`src/include/rx_frontend_macros.svh`:
```
// ********************
// RX frontend constants
// Channel count, bus widths and register map
// ********************
`ifndef RX_FRONTEND_MACROS_SVH
`define RX_FRONTEND_MACROS_SVH

// Channel count and bus widths
`define RX_NUM_CHAN    4
`define RX_ADDR_W      12
`define RX_DATA_W      32
`define RX_SAMPLE_W    16
`define RX_WIDE_W      24
`define RX_CORR_W      18
`define RX_MAP_W       8

// Per-channel registers repeat every stride
`define RX_CHAN_STRIDE 'h20
`define RX_REG_MAP     5'h00
`define RX_REG_MAG     5'h04
`define RX_REG_PHASE   5'h08
`define RX_REG_OFS_I   5'h0c
`define RX_REG_OFS_Q   5'h10

// Sticky overflow status, write one to clear
`define RX_REG_OVF     12'h100

// Bits of the map register
`define RX_MAP_SWAP    0
`define RX_MAP_REAL    1
`define RX_MAP_INV_Q   2
`define RX_MAP_INV_I   3
`define RX_MAP_BYPASS  7

`endif

```
`src/logic/rx_frontend_pkg.sv`:
```
// ********************
// RX frontend types
// Sample, correction and channel index types
// ********************
`include "rx_frontend_macros.svh"

package rx_frontend_pkg;

  // ADC input and stream output sample
  typedef logic signed [`RX_SAMPLE_W-1:0] sample_t;

  // Internal sample with fractional guard bits
  typedef logic signed [`RX_WIDE_W-1:0] wide_t;

  // Magnitude and phase correction coefficient
  typedef logic signed [`RX_CORR_W-1:0] corr_t;

  // Channel number, at least one bit wide
  localparam int CHAN_IDX_W = (`RX_NUM_CHAN > 1) ? $clog2(`RX_NUM_CHAN) : 1;
  typedef logic [CHAN_IDX_W-1:0] chan_idx_t;

  // Saturation limits
  localparam sample_t SAMPLE_MAX = {1'b0, {(`RX_SAMPLE_W-1){1'b1}}};
  localparam sample_t SAMPLE_MIN = {1'b1, {(`RX_SAMPLE_W-1){1'b0}}};
  localparam wide_t   WIDE_MAX   = {1'b0, {(`RX_WIDE_W-1){1'b1}}};
  localparam wide_t   WIDE_MIN   = {1'b1, {(`RX_WIDE_W-1){1'b0}}};

endpackage

```
`src/logic/rx_frontend_chan.sv`:
```
// ********************
// RX channel frontend
// IQ mapping, DC offset, IQ compensation and rounding
// ********************
`include "rx_frontend_macros.svh"

module rx_frontend_chan
  import rx_frontend_pkg::*;
(
  input  logic                 clk,
  input  logic                 reset,
  input  logic                 adc_stb_i,
  input  sample_t              adc_i_i,
  input  sample_t              adc_q_i,
  input  logic [`RX_MAP_W-1:0] map_i,
  input  corr_t                mag_i,
  input  corr_t                phase_i,
  input  wide_t                ofs_i_i,
  input  wide_t                ofs_q_i,
  output logic                 out_stb_o,
  output sample_t              out_i_o,
  output sample_t              out_q_o
);

  localparam int STAGES = 5;
  localparam int LOW_W  = `RX_WIDE_W - `RX_SAMPLE_W;
  localparam int PROD_W = 2 * `RX_CORR_W;
  localparam logic [`RX_WIDE_W:0] ROUND_HALF = 1 << (LOW_W - 1);

  logic [STAGES-1:0]        stb_q;
  sample_t                  sel_i;
  sample_t                  sel_q;
  // Raw pair and bypass flag follow the datapath
  sample_t                  raw_i_q [STAGES-1];
  sample_t                  raw_q_q [STAGES-1];
  logic [STAGES-2:0]        byp_q;
  wide_t                    mix_i_q;
  wide_t                    mix_q_q;
  wide_t                    ofs_i_q;
  wide_t                    ofs_q_q;
  logic signed [PROD_W-1:0] prod_i_q;
  logic signed [PROD_W-1:0] prod_q_q;
  wide_t                    dly_i_q;
  wide_t                    dly_q_q;
  wide_t                    comp_i_q;
  wide_t                    comp_q_q;

  // Clip a sign-extended sum back to the internal width
  function automatic wide_t sat_wide(input logic [`RX_WIDE_W:0] s);
    if (s[`RX_WIDE_W] != s[`RX_WIDE_W-1]) begin
      return s[`RX_WIDE_W] ? WIDE_MIN : WIDE_MAX;
    end
    return s[`RX_WIDE_W-1:0];
  endfunction

  // Round half up and drop the guard bits
  function automatic sample_t round_sample(input wide_t x);
    logic [`RX_WIDE_W:0]   s;
    logic [`RX_SAMPLE_W:0] t;
    s = {x[`RX_WIDE_W-1], x} + ROUND_HALF;
    t = s[`RX_WIDE_W:LOW_W];
    if (t[`RX_SAMPLE_W] != t[`RX_SAMPLE_W-1]) begin
      return t[`RX_SAMPLE_W] ? SAMPLE_MIN : SAMPLE_MAX;
    end
    return t[`RX_SAMPLE_W-1:0];
  endfunction

  // Swap picks the source, inversion applies to the picked input
  always_comb begin
    if (map_i[`RX_MAP_SWAP]) begin
      sel_i = map_i[`RX_MAP_INV_Q] ? ~adc_q_i : adc_q_i;
      sel_q = map_i[`RX_MAP_INV_I] ? ~adc_i_i : adc_i_i;
    end else begin
      sel_i = map_i[`RX_MAP_INV_I] ? ~adc_i_i : adc_i_i;
      sel_q = map_i[`RX_MAP_INV_Q] ? ~adc_q_i : adc_q_i;
    end
    if (map_i[`RX_MAP_REAL]) begin
      sel_q = '0;
    end
  end

  always_ff @(posedge clk) begin
    if (reset) begin
      stb_q <= '0;
    end else begin
      stb_q <= {stb_q[STAGES-2:0], adc_stb_i};
    end
  end

  assign out_stb_o = stb_q[STAGES-1];

  always_ff @(posedge clk) begin
    // Stage 1, mapping into the upper bits
    if (adc_stb_i) begin
      mix_i_q    <= {sel_i, {LOW_W{1'b0}}};
      mix_q_q    <= {sel_q, {LOW_W{1'b0}}};
      raw_i_q[0] <= adc_i_i;
      raw_q_q[0] <= adc_q_i;
      byp_q[0]   <= map_i[`RX_MAP_BYPASS];
    end
    for (int s = 1; s < STAGES - 1; s++) begin
      if (stb_q[s-1]) begin
        raw_i_q[s] <= raw_i_q[s-1];
        raw_q_q[s] <= raw_q_q[s-1];
        byp_q[s]   <= byp_q[s-1];
      end
    end
    // Stage 2, DC offset removal
    if (stb_q[0]) begin
      ofs_i_q <= sat_wide({mix_i_q[`RX_WIDE_W-1], mix_i_q} - {ofs_i_i[`RX_WIDE_W-1], ofs_i_i});
      ofs_q_q <= sat_wide({mix_q_q[`RX_WIDE_W-1], mix_q_q} - {ofs_q_i[`RX_WIDE_W-1], ofs_q_i});
    end
    // Stage 3, both corrections are driven from I
    if (stb_q[1]) begin
      prod_i_q <= $signed(ofs_i_q[`RX_WIDE_W-1 -: `RX_CORR_W]) * mag_i;
      prod_q_q <= $signed(ofs_i_q[`RX_WIDE_W-1 -: `RX_CORR_W]) * phase_i;
      dly_i_q  <= ofs_i_q;
      dly_q_q  <= ofs_q_q;
    end
    // Stage 4, add the scaled products
    if (stb_q[2]) begin
      comp_i_q <= sat_wide({dly_i_q[`RX_WIDE_W-1], dly_i_q} +
                           {prod_i_q[PROD_W-1], prod_i_q[PROD_W-1 -: `RX_WIDE_W]});
      comp_q_q <= sat_wide({dly_q_q[`RX_WIDE_W-1], dly_q_q} +
                           {prod_q_q[PROD_W-1], prod_q_q[PROD_W-1 -: `RX_WIDE_W]});
    end
    // Stage 5, rounding or raw bypass
    if (stb_q[3]) begin
      out_i_o <= byp_q[STAGES-2] ? raw_i_q[STAGES-2] : round_sample(comp_i_q);
      out_q_o <= byp_q[STAGES-2] ? raw_q_q[STAGES-2] : round_sample(comp_q_q);
    end
  end

endmodule

```
`config.mk`:
```
export PLATFORM = sky130hd
export DESIGN_NAME = rx_frontend_chan
export DESIGN_NICKNAME = d
export VERILOG_FILES = /design/src/logic/rx_frontend_pkg.sv /design/src/logic/rx_frontend_chan.sv
export VERILOG_INCLUDE_DIRS = /design/src /design/src/include
export SDC_FILE = /design/constraint.sdc
export NUM_CORES = 2
export LEC_CHECK = 0
export BUFFER_PORTS_ARGS = -buffer_cell sky130_fd_sc_hd__buf_4
export CORE_ASPECT_RATIO = 0.9
export CORE_MARGIN = 3
export CORE_UTILIZATION = 46
export DETAILED_ROUTE_END_ITERATION = 6
export PLACE_DENSITY = 0.64
export SLEW_MARGIN = 25
export SYNTH_ARGS = -nofsm -noshare
export SYNTH_HDL_FRONTEND = slang
export SYNTH_SLANG_ARGS = --single-unit
```
`constraint.sdc`:
```
create_clock -name clk -period 7.42 [get_ports clk]
set_clock_uncertainty 0.1 [all_clocks]
set_input_delay 1.113 -clock clk [delete_from_list [all_inputs] [get_ports clk]]
set_output_delay 1.113 -clock clk [all_outputs]
set_load 0.1 [all_outputs]
```
### Yosys cells after proc, flatten, opt, wreduce, memory -nomap -nowiden

Memories as Yosys holds them, arrays and structs flattened.
Cells that the tools add are included.
W data, S select, Z words.

| cells by class | value |
|---|---|
| add/sub/neg operators | 6 |
| multiply operators | 2 |
| equal/unequal tests | 6 |
| multiplexer cells | 44 |
| bitwise operators | 2 |

Operators by type and width:

| operator | count |
|---|---|
| $mux W24 | 12 |
| $mux W16 | 12 |
| $mul A18 B18 Y36 | 2 |
| $add A24 B24 Y25 | 2 |
| $add A24 B9 Y25 const B | 2 |
| $sub A24 B24 Y25 | 2 |
| $not A16 Y16 | 2 |
| $mux W1 | 20 |
| $ne A1 B1 Y1 | 6 |

| storage, ports and cells | value |
|---|---|
| bits in registers | 289 |
| memory bits (writable) | 128 |
| input bits | 127 |
| output and inout port bits | 33 |
| logic and storage cells | 79 |
| memories kept | 2 |

Memories:

| memory | depth | width | read ports | clocked after Yosys merged registers in | write ports | RTL line | source |
|---|---|---|---|---|---|---|---|
| raw_i_q | 4 | 16 | 4 | 0 | 4 | rx_frontend_chan.sv:34 | `sample_t raw_i_q [STAGES-1];` |
| raw_q_q | 4 | 16 | 4 | 0 | 4 | rx_frontend_chan.sv:35 | `sample_t raw_q_q [STAGES-1];` |

### Longest topological paths before layout

| depth | value |
|---|---|
| depth after elaboration | 6 |
| depth in mapped cells | 26 |

### Worst setup path before layout

OpenSTA, ideal clock, no wires.

| path | value |
|---|---|
| path kind | input to register |
| start point | in mag_i[9] |
| end point | reg prod_i_q[29] (data pin) |
| arrival time | 6.835 ns |
| slack | 0.227 ns |
| stages on the path | 23 |
| path buffers | 2 |
| cell sequence | clkbuf_1 -> clkbuf_1 -> nand2_1 -> fa_1 -> inv_1 -> fa_1 -> inv_1 -> fa_1 -> inv_1 -> fa_1 -> fa_1 -> inv_1 -> fa_1 -> inv_1 -> ha_1 -> a21oi_1 -> o21ai_0 -> or3_1 -> or3_1 -> a221o_1 -> a21o_1 -> a21oi_1 -> xnor2_1 |

| between the ends | value |
|---|---|
| cells in the longest elaborated chain, start to end | 1 |

RTL lines:

| element | RTL line | source |
|---|---|---|
| start, declared | rx_frontend_chan.sv:16 | `input corr_t mag_i,` |
| $mul A18 B18 Y36 | rx_frontend_chan.sv:115 | `` prod_i_q <= $signed(ofs_i_q[`RX_WIDE_W-1 -: `RX_CORR_W]) * mag_i; `` |
| end signal, assigned | rx_frontend_chan.sv:115 |  |
| end, declared | rx_frontend_chan.sv:41 | `logic signed [PROD_W-1:0] prod_i_q;` |

No other way between the ends.
A chain may end at the register's enable or synchronous reset.

### Worst setup path in the final report

| path | value |
|---|---|
| start point | reg ofs_i_q[13] |
| end point | reg prod_i_q[35] (data pin) |

| between the ends | value |
|---|---|
| cells in the longest elaborated chain, start to end | 1 |

RTL lines:

| element | RTL line | source |
|---|---|---|
| start, declared | rx_frontend_chan.sv:39 | `wide_t ofs_i_q;` |
| start signal, assigned | rx_frontend_chan.sv:110 | `` ofs_i_q <= sat_wide({mix_i_q[`RX_WIDE_W-1], mix_i_q} - {ofs_i_i[`RX_WIDE_W-1], ofs_i_i}); `` |
| $mul A18 B18 Y36 | rx_frontend_chan.sv:115 |  |

No other way between the ends.

==> flow_metrics.tcl <==
set metrics [dict create \
    synth.top_cells.by_count "sky130_fd_sc_hd__inv_1 (825), sky130_fd_sc_hd__fa_1 (656), sky130_fd_sc_hd__edfxtp_1 (374)" \
    synth-seq-cells 379 \
    vias 26281 \
    post_cts_buffers 0 \
    max_freq_mhz 140 \
    syn-cell-area_um2 40800 \
    layout.nets 5102 \
    worst-path-max-fanout 9 \
    max_cap_violations 0 \
    synth_cell_type_count 80 \
    cts_root_buf "sky130_fd_sc_hd__clkbuf_16" \
    global_route_wire_length_before_repair_mm 150 \
    mappedNetlistNets 4931 \
    status "complete, no violations" \
    slew_headroom_pct 35.5 \
    detailedRoute.firstPassIterationCount 5 \
    buffer_ports.inserted 156 \
    dieWidth_um 320 \
    critical_path_class "reg -> reg" \
    ys.warnings.count 0 \
    globalRouteTotalUtil_pct 20.7 \
    dp.final_hpwl_mm 75.8 \
    yosys-top-cells-area "sky130_fd_sc_hd__fa_1 (32%), sky130_fd_sc_hd__edfxtp_1 (28%), sky130_fd_sc_hd__ha_1 (7.9%), sky130_fd_sc_hd__inv_1 (7.6%), sky130_fd_sc_hd__and2_1 (5.0%)" \
    synth_ff_type "sky130_fd_sc_hd__edfxtp_1" \
    hold_start "raw_i_q[1][2]" \
    core-area_um2 86900 \
    timing.final.hold_violations 0 \
    detail-route-antenna-nets 0 \
    io-pin-count 160 \
    area_leader_netlist "sky130_fd_sc_hd__fa_1" \
    min_period_over_period_pct 96.0 \
    routed_wl_mm 92.1 \
    cts-resized-gates 0 \
    post_synth_inst_count 3890 \
    timing.final.max_slew_violations 0 \
    layout-area-overhead-vs-synth_pct 10.6 \
    cts-root-to-sink-buffers 3 \
    post-route-min-period_ns 7.12 \
    end_kind "flip-flop" \
    clk-insertion-delay-late_ns 0.56 \
    drt_first_iter_violations 1487 \
    worst-endpoint-required_ns 7.65 \
    route.detailed.drc 0 \
    reg2regPathDepth 24 \
    initial_utilization_pct 46.9 \
    rr_endpoint "prod_i_q[35]" \
    hold_class "reg -> reg" \
    crit_path_start_kind "flip-flop" \
    synth_sequential_area_ratio_pct 27.8 \
    clock_tree.htree_level_count 2 \
    viasPerCell 5.02 \
    worst_ep_arrival_time_ns 7.35 \
    synth_enable_flop_cells 374 \
    clk_transition_reported_paths_ns 0.06 \
    hold_path_end "raw_i_q[2][2]" \
    synth_top_cell_area_share_pct 32.2 \
    synth.avg_cell_area_um2 10.5 \
    worst-r2r-setup-slack_ns 0.30 \
    cts_buffers 37 \
    drive_above_1_share_pct 8.95 \
    grt_antenna_before_repair 3 \
    rows 102 \
    die_area_um2 92300 \
    fill_cells 7746 \
    worstReg2RegStart "ofs_i_q[13]" \
    die_height_um 288 \
    area.sequential_um2 11300 \
    timing.final.setup_violations 0 \
    worst-slew-pin-transition_ns 0.964 \
    cts_hold_bufs 0 \
    tritoncts "yes" \
    cts.sink_count 379 \
    grt_start_max_net_pins 67 \
    min_delay_path_depth 0 \
    setup_repair_after_global_routing_missed_its_margin "no" \
    asyncSetResetFlopFracSynth_pct 0 \
    first_global_vias 27796 \
    final_weighted_congestion_in_routability_driven_placement 0.844 \
    yosys.cell_count.top_type "sky130_fd_sc_hd__inv_1" \
    detail_route.wl_per_cell_um 17.6 \
    grt.overflow.total 0 \
    area_taken_by_multi_input_logic_gates_um2 25800 \
    hold-worst-slack_ns 0.303 \
]
## final cells by class
cell class	count	area share, %
Inverter	825	6.87
Sequential cell	379	25.2
Clock inverter	22	0.511
Antenna cell	3	0.0167
Multi-Input combinational cell	2537	57.2
Tap cell	1144	3.17
Clock buffer	46	2.18
Timing Repair Buffer	281	4.93
## worst max-delay path by stage
stage	start	endpoint	slack, ns	depth (start not counted)
2_1_floorplan	mag_i[9]	prod_i_q[29]	0.23	23
3_5_place_dp	mag_i[3]	prod_i_q[35]	-0.08	22
3_3_place_gp	mag_i[17]	prod_i_q[35]	-0.06	21
4_1_cts	ofs_i_q[13]	prod_i_q[35]	0.21	24
6_report	ofs_i_q[13]	prod_i_q[35]	0.30	24
5_1_grt	ofs_i_q[13]	prod_i_q[35]	0.006	24
## routing by layer
metal	vias up	wire length, µm	share of wire, %	GRT usage (%)
li1	12500	-	-	-
met1	13144	42900	47	29.9
met2	524	43000	47	33.7
met3	113	4000	4.3	2.33
met4	0	2170	2.4	4.80
met5	-	0	0	0
## cells in the final DEF (no fill, tap or decap), drive strengths merged, types with 9 or more instances in the layout
cell type,instances
a211oi,24
a21o,34
a21oi,191
a31oi,13
and2,324
and3,14
buf,281
clkbuf,46
clkinv,10
edfxtp,374
fa,656
ha,258
inv,829
nand2,367
nand2b,23
nand3,37
nand4,9
nor2,130
nor2b,32
nor3,34
o211ai,14
o21a,16
o21ai,60
o21bai,9
xnor2,109
xor2,73
## worst max-delay path: stages (launching register included)
cell                       delay, ns
sky130_fd_sc_hd__edfxtp_1       0.66
sky130_fd_sc_hd__buf_4          0.29
sky130_fd_sc_hd__and2_1         0.17
sky130_fd_sc_hd__fa_1           0.48
sky130_fd_sc_hd__inv_1          0.05
sky130_fd_sc_hd__fa_1           0.52
sky130_fd_sc_hd__inv_1          0.04
sky130_fd_sc_hd__ha_1           0.19
sky130_fd_sc_hd__fa_1           0.53
sky130_fd_sc_hd__inv_1          0.05
sky130_fd_sc_hd__fa_1           0.50
sky130_fd_sc_hd__fa_1           0.49
sky130_fd_sc_hd__inv_1          0.04
sky130_fd_sc_hd__ha_1           0.18
sky130_fd_sc_hd__nor3_1         0.18
sky130_fd_sc_hd__buf_4          0.16
sky130_fd_sc_hd__o211ai_1       0.18
sky130_fd_sc_hd__a41oi_2        0.34
sky130_fd_sc_hd__a21oi_2        0.16
sky130_fd_sc_hd__o311ai_1       0.38
sky130_fd_sc_hd__buf_4          0.18
sky130_fd_sc_hd__o21ai_1        0.14
sky130_fd_sc_hd__o41a_1         0.40
sky130_fd_sc_hd__and4_1         0.22
sky130_fd_sc_hd__nor3_1         0.27
## flip-flops by register name, indices dropped and copies added (netlist names), 16 cells and up
register	flops
mix_q_q	16
raw_q_q	64
comp_q_q	17
mix_i_q	16
out_i_o	16
prod_i_q	24
raw_i_q	64
out_q_o	16
ofs_q_q	24
dly_q_q	24
dly_i_q	24
ofs_i_q	24
prod_q_q	24
comp_i_q	17
## logic make-up after synthesis
kind of cell | synth area share [%]
XOR/XNOR | 3.91
AND/OR/NAND/NOR | 12.4
multiplexers | 0.129
buffers and inverters | 9.02
AO/OA/AOI/OAI | 6.55
flip-flops | 27.8
adder cells (fa/ha/maj) | 40.2
## metrics by stage
step                      instances  instance area (µm²)  setup slack, ns  utilization (%)  TNS, ns
after floorplan                3890                40800            0.227                -        0
after global placement         5165                43800          -0.0609             50.4  -0.0781
after detailed placement       5166                43900          -0.0773             50.5  -0.0773
after CTS                      5234                45100            0.208             51.9        0
after global routing           5234                45100          0.00627             51.9        0
final                          5237                45100            0.299             51.9        0
Power is not shown: default switching activity piles up to over one toggle a cycle in this logic, so the estimate is an artifact.
