[config.mk]
export PLATFORM = sky130hd
export DESIGN_NAME = rx_frontend_regs
export DESIGN_NICKNAME = d
export VERILOG_FILES = /design/src/logic/rx_frontend_pkg.sv /design/src/logic/rx_frontend_regs.sv
export VERILOG_INCLUDE_DIRS = /design/src /design/src/include
export SDC_FILE = /design/constraint.sdc
export NUM_CORES = 1
export LEC_CHECK = 0
export BUFFER_PORTS_ARGS = -buffer_cell sky130_fd_sc_hd__buf_2
export CAP_MARGIN = 20
export CORE_MARGIN = 8
export CORE_UTILIZATION = 47
export CTS_BUF_LIST = sky130_fd_sc_hd__clkbuf_4 sky130_fd_sc_hd__clkbuf_8
export DETAILED_ROUTE_END_ITERATION = 8
export GPL_ROUTABILITY_DRIVEN = 0
export PLACE_DENSITY_LB_ADDON = 0.25
export SKIP_CTS_REPAIR_TIMING = 1
export SLEW_MARGIN = 5
export SYNTH_ARGS = -nofsm -noshare
export SYNTH_HDL_FRONTEND = slang
export SYNTH_SLANG_ARGS = --single-unit
[constraint.sdc]
create_clock -name clk -period 1.6 [get_ports clk]
set_input_delay 0.08 -clock clk [delete_from_list [all_inputs] [get_ports clk]]
set_output_delay 0.08 -clock clk [all_outputs]
set_load 0.02 [all_outputs]
[src/include/rx_frontend_macros.svh]
// ********************
// RX frontend constants
// Channel count, bus widths and register map
// ********************
`ifndef RX_FRONTEND_MACROS_SVH
`define RX_FRONTEND_MACROS_SVH

// Channel count and bus widths
`define RX_NUM_CHAN    4
`define RX_ADDR_W      12
`define RX_DATA_W      32
`define RX_SAMPLE_W    16
`define RX_WIDE_W      24
`define RX_CORR_W      18
`define RX_MAP_W       8

// Per-channel registers repeat every stride
`define RX_CHAN_STRIDE 'h20
`define RX_REG_MAP     5'h00
`define RX_REG_MAG     5'h04
`define RX_REG_PHASE   5'h08
`define RX_REG_OFS_I   5'h0c
`define RX_REG_OFS_Q   5'h10

// Sticky overflow status, write one to clear
`define RX_REG_OVF     12'h100

// Bits of the map register
`define RX_MAP_SWAP    0
`define RX_MAP_REAL    1
`define RX_MAP_INV_Q   2
`define RX_MAP_INV_I   3
`define RX_MAP_BYPASS  7

`endif

[src/logic/rx_frontend_pkg.sv]
// ********************
// RX frontend types
// Sample, correction and channel index types
// ********************
`include "rx_frontend_macros.svh"

package rx_frontend_pkg;

  // ADC input and stream output sample
  typedef logic signed [`RX_SAMPLE_W-1:0] sample_t;

  // Internal sample with fractional guard bits
  typedef logic signed [`RX_WIDE_W-1:0] wide_t;

  // Magnitude and phase correction coefficient
  typedef logic signed [`RX_CORR_W-1:0] corr_t;

  // Channel number, at least one bit wide
  localparam int CHAN_IDX_W = (`RX_NUM_CHAN > 1) ? $clog2(`RX_NUM_CHAN) : 1;
  typedef logic [CHAN_IDX_W-1:0] chan_idx_t;

  // Saturation limits
  localparam sample_t SAMPLE_MAX = {1'b0, {(`RX_SAMPLE_W-1){1'b1}}};
  localparam sample_t SAMPLE_MIN = {1'b1, {(`RX_SAMPLE_W-1){1'b0}}};
  localparam wide_t   WIDE_MAX   = {1'b0, {(`RX_WIDE_W-1){1'b1}}};
  localparam wide_t   WIDE_MIN   = {1'b1, {(`RX_WIDE_W-1){1'b0}}};

endpackage

[src/logic/rx_frontend_regs.sv]
// ********************
// RX frontend APB registers
// Per-channel correction settings and sticky overflow status
// ********************
`include "rx_frontend_macros.svh"

module rx_frontend_regs
  import rx_frontend_pkg::*;
(
  input  logic                  clk,
  input  logic                  reset,
  // APB slave
  input  logic [`RX_ADDR_W-1:0] paddr_i,
  input  logic                  psel_i,
  input  logic                  penable_i,
  input  logic                  pwrite_i,
  input  logic [`RX_DATA_W-1:0] pwdata_i,
  output logic [`RX_DATA_W-1:0] prdata_o,
  output logic                  pready_o,
  output logic                  pslverr_o,
  // Overflow events from the merge block
  input  logic [`RX_NUM_CHAN-1:0] ovf_set_i,
  // Settings to the channels
  output logic [`RX_MAP_W-1:0]  map_o   [`RX_NUM_CHAN],
  output corr_t                 mag_o   [`RX_NUM_CHAN],
  output corr_t                 phase_o [`RX_NUM_CHAN],
  output wide_t                 ofs_i_o [`RX_NUM_CHAN],
  output wide_t                 ofs_q_o [`RX_NUM_CHAN]
);

  localparam int OFS_W   = $clog2(`RX_CHAN_STRIDE);
  localparam int FIELD_W = `RX_ADDR_W - OFS_W;
  localparam logic [FIELD_W-1:0] NUM_CHAN_F = FIELD_W'(`RX_NUM_CHAN);

  logic [FIELD_W-1:0]      chan_field;
  logic [OFS_W-1:0]        reg_ofs;
  chan_idx_t               sel;
  logic                    chan_hit;
  logic                    ovf_hit;
  logic                    reg_hit;
  logic                    access;
  logic                    wr_en;
  logic [`RX_DATA_W-1:0]   rd_data;
  logic [`RX_NUM_CHAN-1:0] ovf_q;
  logic [`RX_NUM_CHAN-1:0] ovf_clr;

  // Split the address into channel block and register offset
  assign chan_field = paddr_i[`RX_ADDR_W-1:OFS_W];
  assign reg_ofs    = paddr_i[OFS_W-1:0];
  assign sel        = chan_idx_t'(chan_field);
  assign ovf_hit    = (paddr_i == `RX_REG_OVF);

  always_comb begin
    chan_hit = 1'b0;
    rd_data  = '0;
    if (chan_field < NUM_CHAN_F) begin
      chan_hit = 1'b1;
      case (reg_ofs)
        `RX_REG_MAP:   rd_data[`RX_MAP_W-1:0]  = map_o[sel];
        `RX_REG_MAG:   rd_data[`RX_CORR_W-1:0] = mag_o[sel];
        `RX_REG_PHASE: rd_data[`RX_CORR_W-1:0] = phase_o[sel];
        `RX_REG_OFS_I: rd_data[`RX_WIDE_W-1:0] = ofs_i_o[sel];
        `RX_REG_OFS_Q: rd_data[`RX_WIDE_W-1:0] = ofs_q_o[sel];
        default:       chan_hit = 1'b0;
      endcase
    end else if (ovf_hit) begin
      rd_data[`RX_NUM_CHAN-1:0] = ovf_q;
    end
  end

  assign reg_hit   = chan_hit | ovf_hit;
  assign access    = psel_i & penable_i;
  assign wr_en     = access & pwrite_i & reg_hit;

  // Zero wait states
  assign pready_o  = 1'b1;
  assign pslverr_o = access & ~reg_hit;
  assign prdata_o  = rd_data;

  // Channel settings
  always_ff @(posedge clk) begin
    if (reset) begin
      for (int c = 0; c < `RX_NUM_CHAN; c++) begin
        map_o[c]   <= '0;
        mag_o[c]   <= '0;
        phase_o[c] <= '0;
        ofs_i_o[c] <= '0;
        ofs_q_o[c] <= '0;
      end
    end else if (wr_en && chan_hit) begin
      case (reg_ofs)
        `RX_REG_MAP:   map_o[sel]   <= pwdata_i[`RX_MAP_W-1:0];
        `RX_REG_MAG:   mag_o[sel]   <= pwdata_i[`RX_CORR_W-1:0];
        `RX_REG_PHASE: phase_o[sel] <= pwdata_i[`RX_CORR_W-1:0];
        `RX_REG_OFS_I: ofs_i_o[sel] <= pwdata_i[`RX_WIDE_W-1:0];
        `RX_REG_OFS_Q: ofs_q_o[sel] <= pwdata_i[`RX_WIDE_W-1:0];
        default:       ;
      endcase
    end
  end

  // Sticky overflow, a new event beats a clear in the same cycle
  assign ovf_clr = (wr_en && ovf_hit) ? pwdata_i[`RX_NUM_CHAN-1:0] : '0;

  always_ff @(posedge clk) begin
    if (reset) begin
      ovf_q <= '0;
    end else begin
      ovf_q <= (ovf_q & ~ovf_clr) | ovf_set_i;
    end
  end

endmodule

**Word-level counts from Yosys, hierarchy flattened**

Cells that the tools add are included.

- Bits in registers: 372
- Bits of input ports: 53
- Output and inout port bits: 402
- Word-level logic and storage cells: 84

- Order comparisons: 3
- Eq/ne operators: 5
- Multiplexer cells: 35
- Bitwise operators: 10
- Reductions and logical operators: 10

Operator list:

| cell | count |
|---|---|
| $bwmux 96 | 2 |
| $bwmux 72 | 2 |
| $mux 24 | 5 |
| $bmux 24 s2 | 2 |
| $mux 18 | 5 |
| $bmux 18 s2 | 2 |
| $demux 24 s2 | 1 |
| $pmux 10 s4 | 1 |
| $pmux 8 s5 | 1 |
| $demux 18 s2 | 1 |
| $bwmux 32 | 1 |
| $mux 8 | 3 |
| $mux 20 | 1 |
| $bmux 8 s2 | 1 |
| $demux 8 s2 | 1 |
| $eq 12x9->1 const B | 1 |
| $mux 4 | 3 |
| $pmux 6 s2 | 1 |
| $eq 5x4->1 const B | 2 |
| $reduce_and 2->1 | 5 |
| $lt 7x3->1 const B | 1 |
| $eq 5x3->1 const B | 1 |
| $eq 5x5->1 const B | 1 |
| $logic_not 5->1 | 1 |
| 12 further kinds | 18 |

**Longest topological paths before layout**

Gate-level depths: netlist (run 1).

- Word-level depth: 11
- Depth in mapped cells: 8
- Depth with buffers taken out: 4

**Least setup slack after synthesis (run 1)**

Ideal clock, no wire load.

- Path kind: in2out
- From: in paddr_i[5]
- To: out prdata_o[6]
- Data arrival time: 1.713 ns
- Required time: 1.520 ns
- Slack: -0.193 ns
- Stages on the path: 7
- Path buffers: 4
- Cells stage by stage: buf_2 buf_2 buf_2 buf_2 mux4_2 a22oi_1 a31oi_1

- Word-level cells in the longest chain between the ends: 6
- Elaborated cells on any way between the ends: 19
- Those cells by class: order compare: 1; mux: 17; bitwise: 1

RTL lines:

| element | line | RTL |
|---|---|---|
| start: declaration | rx_frontend_regs.sv:13 | `` input logic [`RX_ADDR_W-1:0] paddr_i, `` |
| $not 2->3 (implied by the code) | n/a |  |
| $bmux 24 s2 (tied with other cells) | rx_frontend_regs.sv:63 | `` `RX_REG_OFS_Q: rd_data[`RX_WIDE_W-1:0] = ofs_q_o[sel]; `` |
| $mux 24 (implied by the code) (tied with other cells) (2 in series) | rx_frontend_regs.sv:63 |  |
| $pmux 8 s5 | rx_frontend_regs.sv:58 | `case (reg_ofs)` |
| $mux 20 (*) | rx_frontend_regs.sv:56 | `if (chan_field < NUM_CHAN_F) begin` |
| end: declaration | rx_frontend_regs.sv:18 | `` output logic [`RX_DATA_W-1:0] prdata_o, `` |

Every way passes the cells marked *; elsewhere a longest branch is shown, timed or not. The select of a mux whose other input is x is not followed.

**Worst setup path in the final report (run 1)**

- From: reg phase_o[3] (netlist bit)
- To: out prdata_o[3]

- Word-level cells in the longest chain between the ends: 5

RTL lines:

| element | line | RTL |
|---|---|---|
| start: declaration | rx_frontend_regs.sv:26 | `` output corr_t phase_o [`RX_NUM_CHAN], `` |
| start signal: indexed assignment | rx_frontend_regs.sv:94 | `` `RX_REG_PHASE: phase_o[sel] <= pwdata_i[`RX_CORR_W-1:0]; `` |
| $bmux 18 s2 | rx_frontend_regs.sv:61 | `` `RX_REG_PHASE: rd_data[`RX_CORR_W-1:0] = phase_o[sel]; `` |
| $mux 18 (implied by the code) (2 in series) | rx_frontend_regs.sv:61 |  |
| $pmux 8 s5 | rx_frontend_regs.sv:58 |  |
| $mux 4 | rx_frontend_regs.sv:56 |  |

Every way passes these cells. The select of a mux whose other input is x is not followed.

==> results of run 1 <==
[cell usage in the layout (no fill, tap or decap), drive strengths merged, types with 8 or more instances in the layout]
cell type / synthesis / final
inv: 9 / 9
a21oi: 198 / 198
nand2b: 210 / 210
and3: 10 / 10
clkbuf: 121 / 100
nor2: 9 / 9
mux4: 92 / 92
dlygate4sd3: 0 / 32
a22oi: 38 / 38
nand3: 190 / 190
buf: 102 / 667
o31ai: 8 / 8
o21ai: 185 / 185
conb: 2 / 9
mux2i: 184 / 184
nand2: 14 / 14
dfxtp: 372 / 372
[metrics by stage]
step                power (uW)  instance area [um^2]  setup WS, ns
floorplan                10100                 17600        -0.110
global placement         10600                 21600        -0.368
detailed placement       10600                 21600        -0.399
CTS                      19800                 22900        -0.758
global route             20400                 23800        -0.767
finish                   19800                 23800        -0.675
[report_power, final]
group / switching (uW) / internal (uW)
combinational: 731 / 486
sequential: 4.89 / 9270
clock: 4010 / 5330
[synth_stat cells (5+ instances only)]
cell type / n
nand2b_1: 210
clkbuf_1: 121
mux4_2: 92
a21oi_1: 198
nor2_1: 9
inv_1: 9
buf_4: 20
buf_1: 28
o21ai_1: 76
a22oi_1: 38
o31ai_1: 8
nand2_1: 14
nand3_1: 187
buf_2: 44
dfxtp_1: 372
mux2i_1: 184
and3_1: 10
buf_6: 10
nand3b_1: 5
o21ai_0: 105
[flip-flops by register name (all words and copies together), names as in the netlist]
name,cells
ovf_q,4
map_o,32
ofs_q_o,96
phase_o,72
ofs_i_o,96
mag_o,72
[worst max-delay path: stages (launching register included)]
cell and delay [ns]:
dfxtp_1 0.32, mux4_2 0.49, and3_1 0.21, o31ai_1 0.26, o211ai_1 0.14, buf_2 0.18
[layer usage]
layer	share of wire	wire [um]	up-vias	GRT usage
met5	0	0	-	0
met1	0.37	27000	8347	0.369
met4	0.057	4140	0	0.173
li1	-	-	7513	-
met3	0.098	7170	218	0.0887
met2	0.48	34800	1006	0.523
[how the worst max path moves through the flow]
stage	end	slack, ns	cells after the start
6_report	prdata_o[3]	-0.67	5
5_1_grt	prdata_o[2]	-0.77	5
3_3_place_gp	mag_o[35]	-0.37	6
3_5_place_dp	map_o[12]	-0.40	6
2_1_floorplan	phase_o[19]	-0.11	6
4_1_cts	prdata_o[1]	-0.76	5
[area by class of cell]
| class | count | area (um^2) |
|---|---|---|
| timing repair buffer | 699 | 4940 |
| fill | 2978 | 12800 |
| clock inverter | 10 | 105 |
| tap | 468 | 586 |
| sequential | 372 | 7530 |
| multi-input combinational | 1188 | 9330 |
| inverter | 9 | 33.8 |
| clock buffer | 100 | 1260 |
[kinds of logic after synthesis]
group	synth area share
muxes	0.224
buffers and inverters	0.0615
and+or+nand+nor	0.155
other	0.000429
DFF	0.426
AOI/OAI and AO/OA	0.133
==> results.toml, run 1 <==
[status]
status = "finished with violations"
violations = "negative setup slack"

[synthesis]
syn_area_um2 = 17500
synth_edf_count = 0
yosys_most_used_dff = "dfxtp_1"
synth-seq-cells = 372
yosysTopAreaCell = "dfxtp_1"
synth_cells = 1785
avgSynthCellArea_um2 = 9.80
yosysTopAreaCellShare = 0.426
synth.distinct_cells = 39
synthTopCellsByArea = "dfxtp_1 (43%), mux4_2 (12%), mux2i_1 (11%), nand2b_1 (7.5%), a21oi_1 (5.7%)"
synthArstFlopShare = 0
yosysWarnings = 0
synth_seq_area_share = 0.426

[min_path]
worstHoldEndpoint = "ovf_q[3]"
hold_depth = 5
holdCritStartpoint = "pwrite_i"
hold_class = "input pin to register"

[sta]
tightest_slew_ns = 0.721
holdWs_ns = 0.114
setup_viol = 24
rsz0062_at_grt = "yes"
clock_skew_ns = 0
max_slew_margin = 0.520
slew_viol_final = 0
fin_crit_sh = 1.42
hold_viol = 0
period_minus_slack_ns = 2.27
tns_ns = -9.69
clock.fmax_ghz = 0.440
fin_ws_ns = -0.675

[power_and_ir_drop]
vdd_ir_drop_max_v = 0.000716
power_per_cell_area_nw_per_um2 = 834
p_leak_uw = 0.0108

[grt]
grt_max_degree = 66
antenna_found_initial = 0
grt_pass1_vias = 17100
gr-total-overflow = 0
grt_use_total = 0.316
grt_pass1_wl_mm = 107

[final_layout]
fin_util = 0.650
nets = 2389
final_cell_count_no_fill = 2846
syn_to_final_growth_pct = 35.9
layout-drive-gt1-share = 0.423
n_antenna_cell = 0

[route]
vias = 17100
dr.first_iter.drc_count = 1291
post_drt_wl_per_cell_um = 25.7
drc = 0
drt_first_pass_iters = 5
avgViaCountPerCell = 6.00
ant_nets = 0
wirelength_mm = 73.1

[setup_path]
path_max_fanout = 2
worstPathArrival_ns = 2.19
rr_worst_depth = 3
critPathLaunchType = "register"
r2r_end = "ovf_q[2]"
r2r_start = "ovf_q[2]"
cp-startpoint = "phase_o[3]"
ff2ff_setup_slack_ns = 0.41
worstPathRequired_ns = 1.52
worst-setup-path-type = "register to output port"
end_kind = "output port"

[floorplan]
ios = 455
dieHeight_um = 209
die_area_um2 = 43700
fp.dieW_um = 209
rows = 70
coreArea_um2 = 36600
start_util = 0.478

[placed_design]
post-dp-hpwl_mm = 52.4
io_buffers = 437
place.detailed.instances = 2688

[clock_network]
cts-root-buf = "clkbuf_8"
clk_path_buf_depth = 3
clock-sinks = 372
cts.clk_slew.worst_paths_ns = 0.06
insertion_delay_ns = 0.60
cts_buffers = 66
cts_tree = "done"
htreeDepth = 3

[flow_run]
maxCapViolCount = 0
Power figures use the tool's default switching activity.
==> inputs of run 2 (changes only) <==
- CELL_PAD_IN_SITES_DETAIL_PLACEMENT: default -> 2
- CELL_PAD_IN_SITES_GLOBAL_PLACEMENT: default -> 2
- CORE_UTILIZATION: 47 -> 30
- CTS_CLUSTER_DIAMETER: default -> 50
==> run 2 against run 1 <==
  * The run still ends with negative setup slack left
  * Setup slack worse by 0.14 ns
  * Die area is 52% higher
  * Clock power is 13% higher
  * First-iteration DRC count is 21% lower
  * Via count is 3.3% higher
  * Sequential share of layout area is 1.4 points lower
  * Sequential power hardly changed
  * Combinational power is 5% higher
  * Worst hold slack worse by 0.087 ns
  * Clock skew stayed put
  * Cell count is 14% higher
  * Design area is 4.8% higher
==> results.toml, run 2 (synthesis gave the netlist of run 1 again) <==
[grt]
gr-total-overflow = 0
grt_pass1_vias = 19400
grt_pass1_wl_mm = 132
met3_usage = 0.0623
grt_util_met2 = 0.464
antenna_found_initial = 5
grtUsageMet1 = 0.301
grt_max_degree = 67
grt.busiest_layer = "met2"
grt_use_total = 0.261

[clock_network]
cts_buffers = 75
cts.clk_slew.worst_paths_ns = 0.06
cts_tree = "done"
insertion_delay_ns = 0.65
clock-sinks = 372
htreeDepth = 3
clk_path_buf_depth = 3
cts-root-buf = "clkbuf_8"

[floorplan]
dieHeight_um = 257
die_area_um2 = 66300
fp.dieW_um = 257
start_util = 0.303
rows = 88
coreArea_um2 = 57700
ios = 455

[power_and_ir_drop]
vdd_ir_drop_max_v = 0.000527
power_per_cell_area_nw_per_um2 = 849
p_leak_uw = 0.0113
design_power_total_uw = 21200

[final_layout]
postLayoutCellArea_um2 = 24900
syn_to_final_growth_pct = 42.5
nets = 2475
layout-drive-gt1-share = 0.449
top_regs = "ofs_i_o x96, ofs_q_o x96"
final_cell_mix = "buf_2 (412), dfxtp_1 (304), buf_4 (273)"
layout_commonest_cell = "buf_2"

[route]
drc = 0
drt_first_pass_iters = 5
wirelength_mm = 92.0
dr.first_iter.drc_count = 1014
avgViaCountPerCell = 5.45
post_drt_wl_per_cell_um = 28.4
vias = 17600
ant_nets = 0

[placed_design]
post-dp-hpwl_mm = 66.9
placed_cell_area_um2 = 22400
io_buffers = 437
dp_slack_ns = -0.499

[sta]
max_slew_margin = 0.276
holdWs_ns = 0.0263
fin_ws_ns = -0.814
hold_viol = 0
tightest_slew_ns = 1.08
rsz0062_at_grt = "yes"
tns_ns = -52.33
clock.fmax_ghz = 0.414
period_minus_slack_ns = 2.41
slew_viol_final = 0
setup_viol = 226
clock_skew_ns = 0
fin_crit_sh = 1.51

[min_path]
hold_depth = 5
worstHoldEndpoint = "map_o[10]"
hold_class = "input pin to register"
holdCritStartpoint = "paddr_i[8]"

[status]
violations = "negative setup slack"
status = "finished with violations"

[setup_path]
path_max_fanout = 2
r2r_end = "ovf_q[1]"
worst-setup-path-type = "register to output port"
r2r_start = "ovf_q[1]"
rr_worst_depth = 3
worstPathArrival_ns = 2.33
worstPathRequired_ns = 1.52
ff2ff_setup_slack_ns = 0.38
critPathLaunchType = "register"
end_kind = "output port"

[flow_run]
maxCapViolCount = 0
run 2: layer usage:
metal	wire [um]	vias to the layer above
li1	-	7705
met1	35900	9158
met2	47100	600
met3	5370	180
met4	3670	4
met5	27	-
run 2: how the worst max path moves through the flow:
stage                           start     endpoint  slack (ns)  cells past startpoint
after floorplan           paddr_i[11]  phase_o[19]       -0.11                      6
after global placement    paddr_i[11]  ofs_q_o[47]       -0.42                      6
after detailed placement  paddr_i[11]  ofs_q_o[47]       -0.50                      6
after CTS                 phase_o[19]  prdata_o[1]       -0.88                      5
after global routing        mag_o[37]  prdata_o[1]       -0.88                      5
final                       mag_o[37]  prdata_o[1]       -0.81                      5
run 2: through the flow:
stage | util | instances
global placement | 0.388 | 3058
floorplan | - | 1792
global route | 0.432 | 3237
CTS | 0.416 | 3183
detailed placement | 0.388 | 3058
finish | 0.432 | 3237
run 2: power by group:
group          leakage (uW)  internal (uW)  switching, uW
Clock              0.000818           6160           4460
Sequential          0.00303           9270           5.14
Combinational       0.00743            495            788
Total                0.0113          15900           5260
run 2: cell type report:
| class | instances | area, um^2 |
|---|---|---|
| Inverter | 9 | 33.8 |
| Multi-Input combinational cell | 1188 | 9370 |
| Antenna cell | 2 | 5.00 |
| Sequential cell | 372 | 7540 |
| Tap cell | 765 | 957 |
| Clock buffer | 110 | 1380 |
| Fill cell | 6160 | 32800 |
| Timing Repair Buffer | 776 | 5450 |
| Clock inverter | 15 | 195 |
run 2: worst max-delay path: stages (launching register included):
cell and delay, ns:
dfxtp_1 0.34, mux4_2 0.50, and3b_1 0.26, o31ai_4 0.18, o211ai_1 0.19, buf_4 0.21
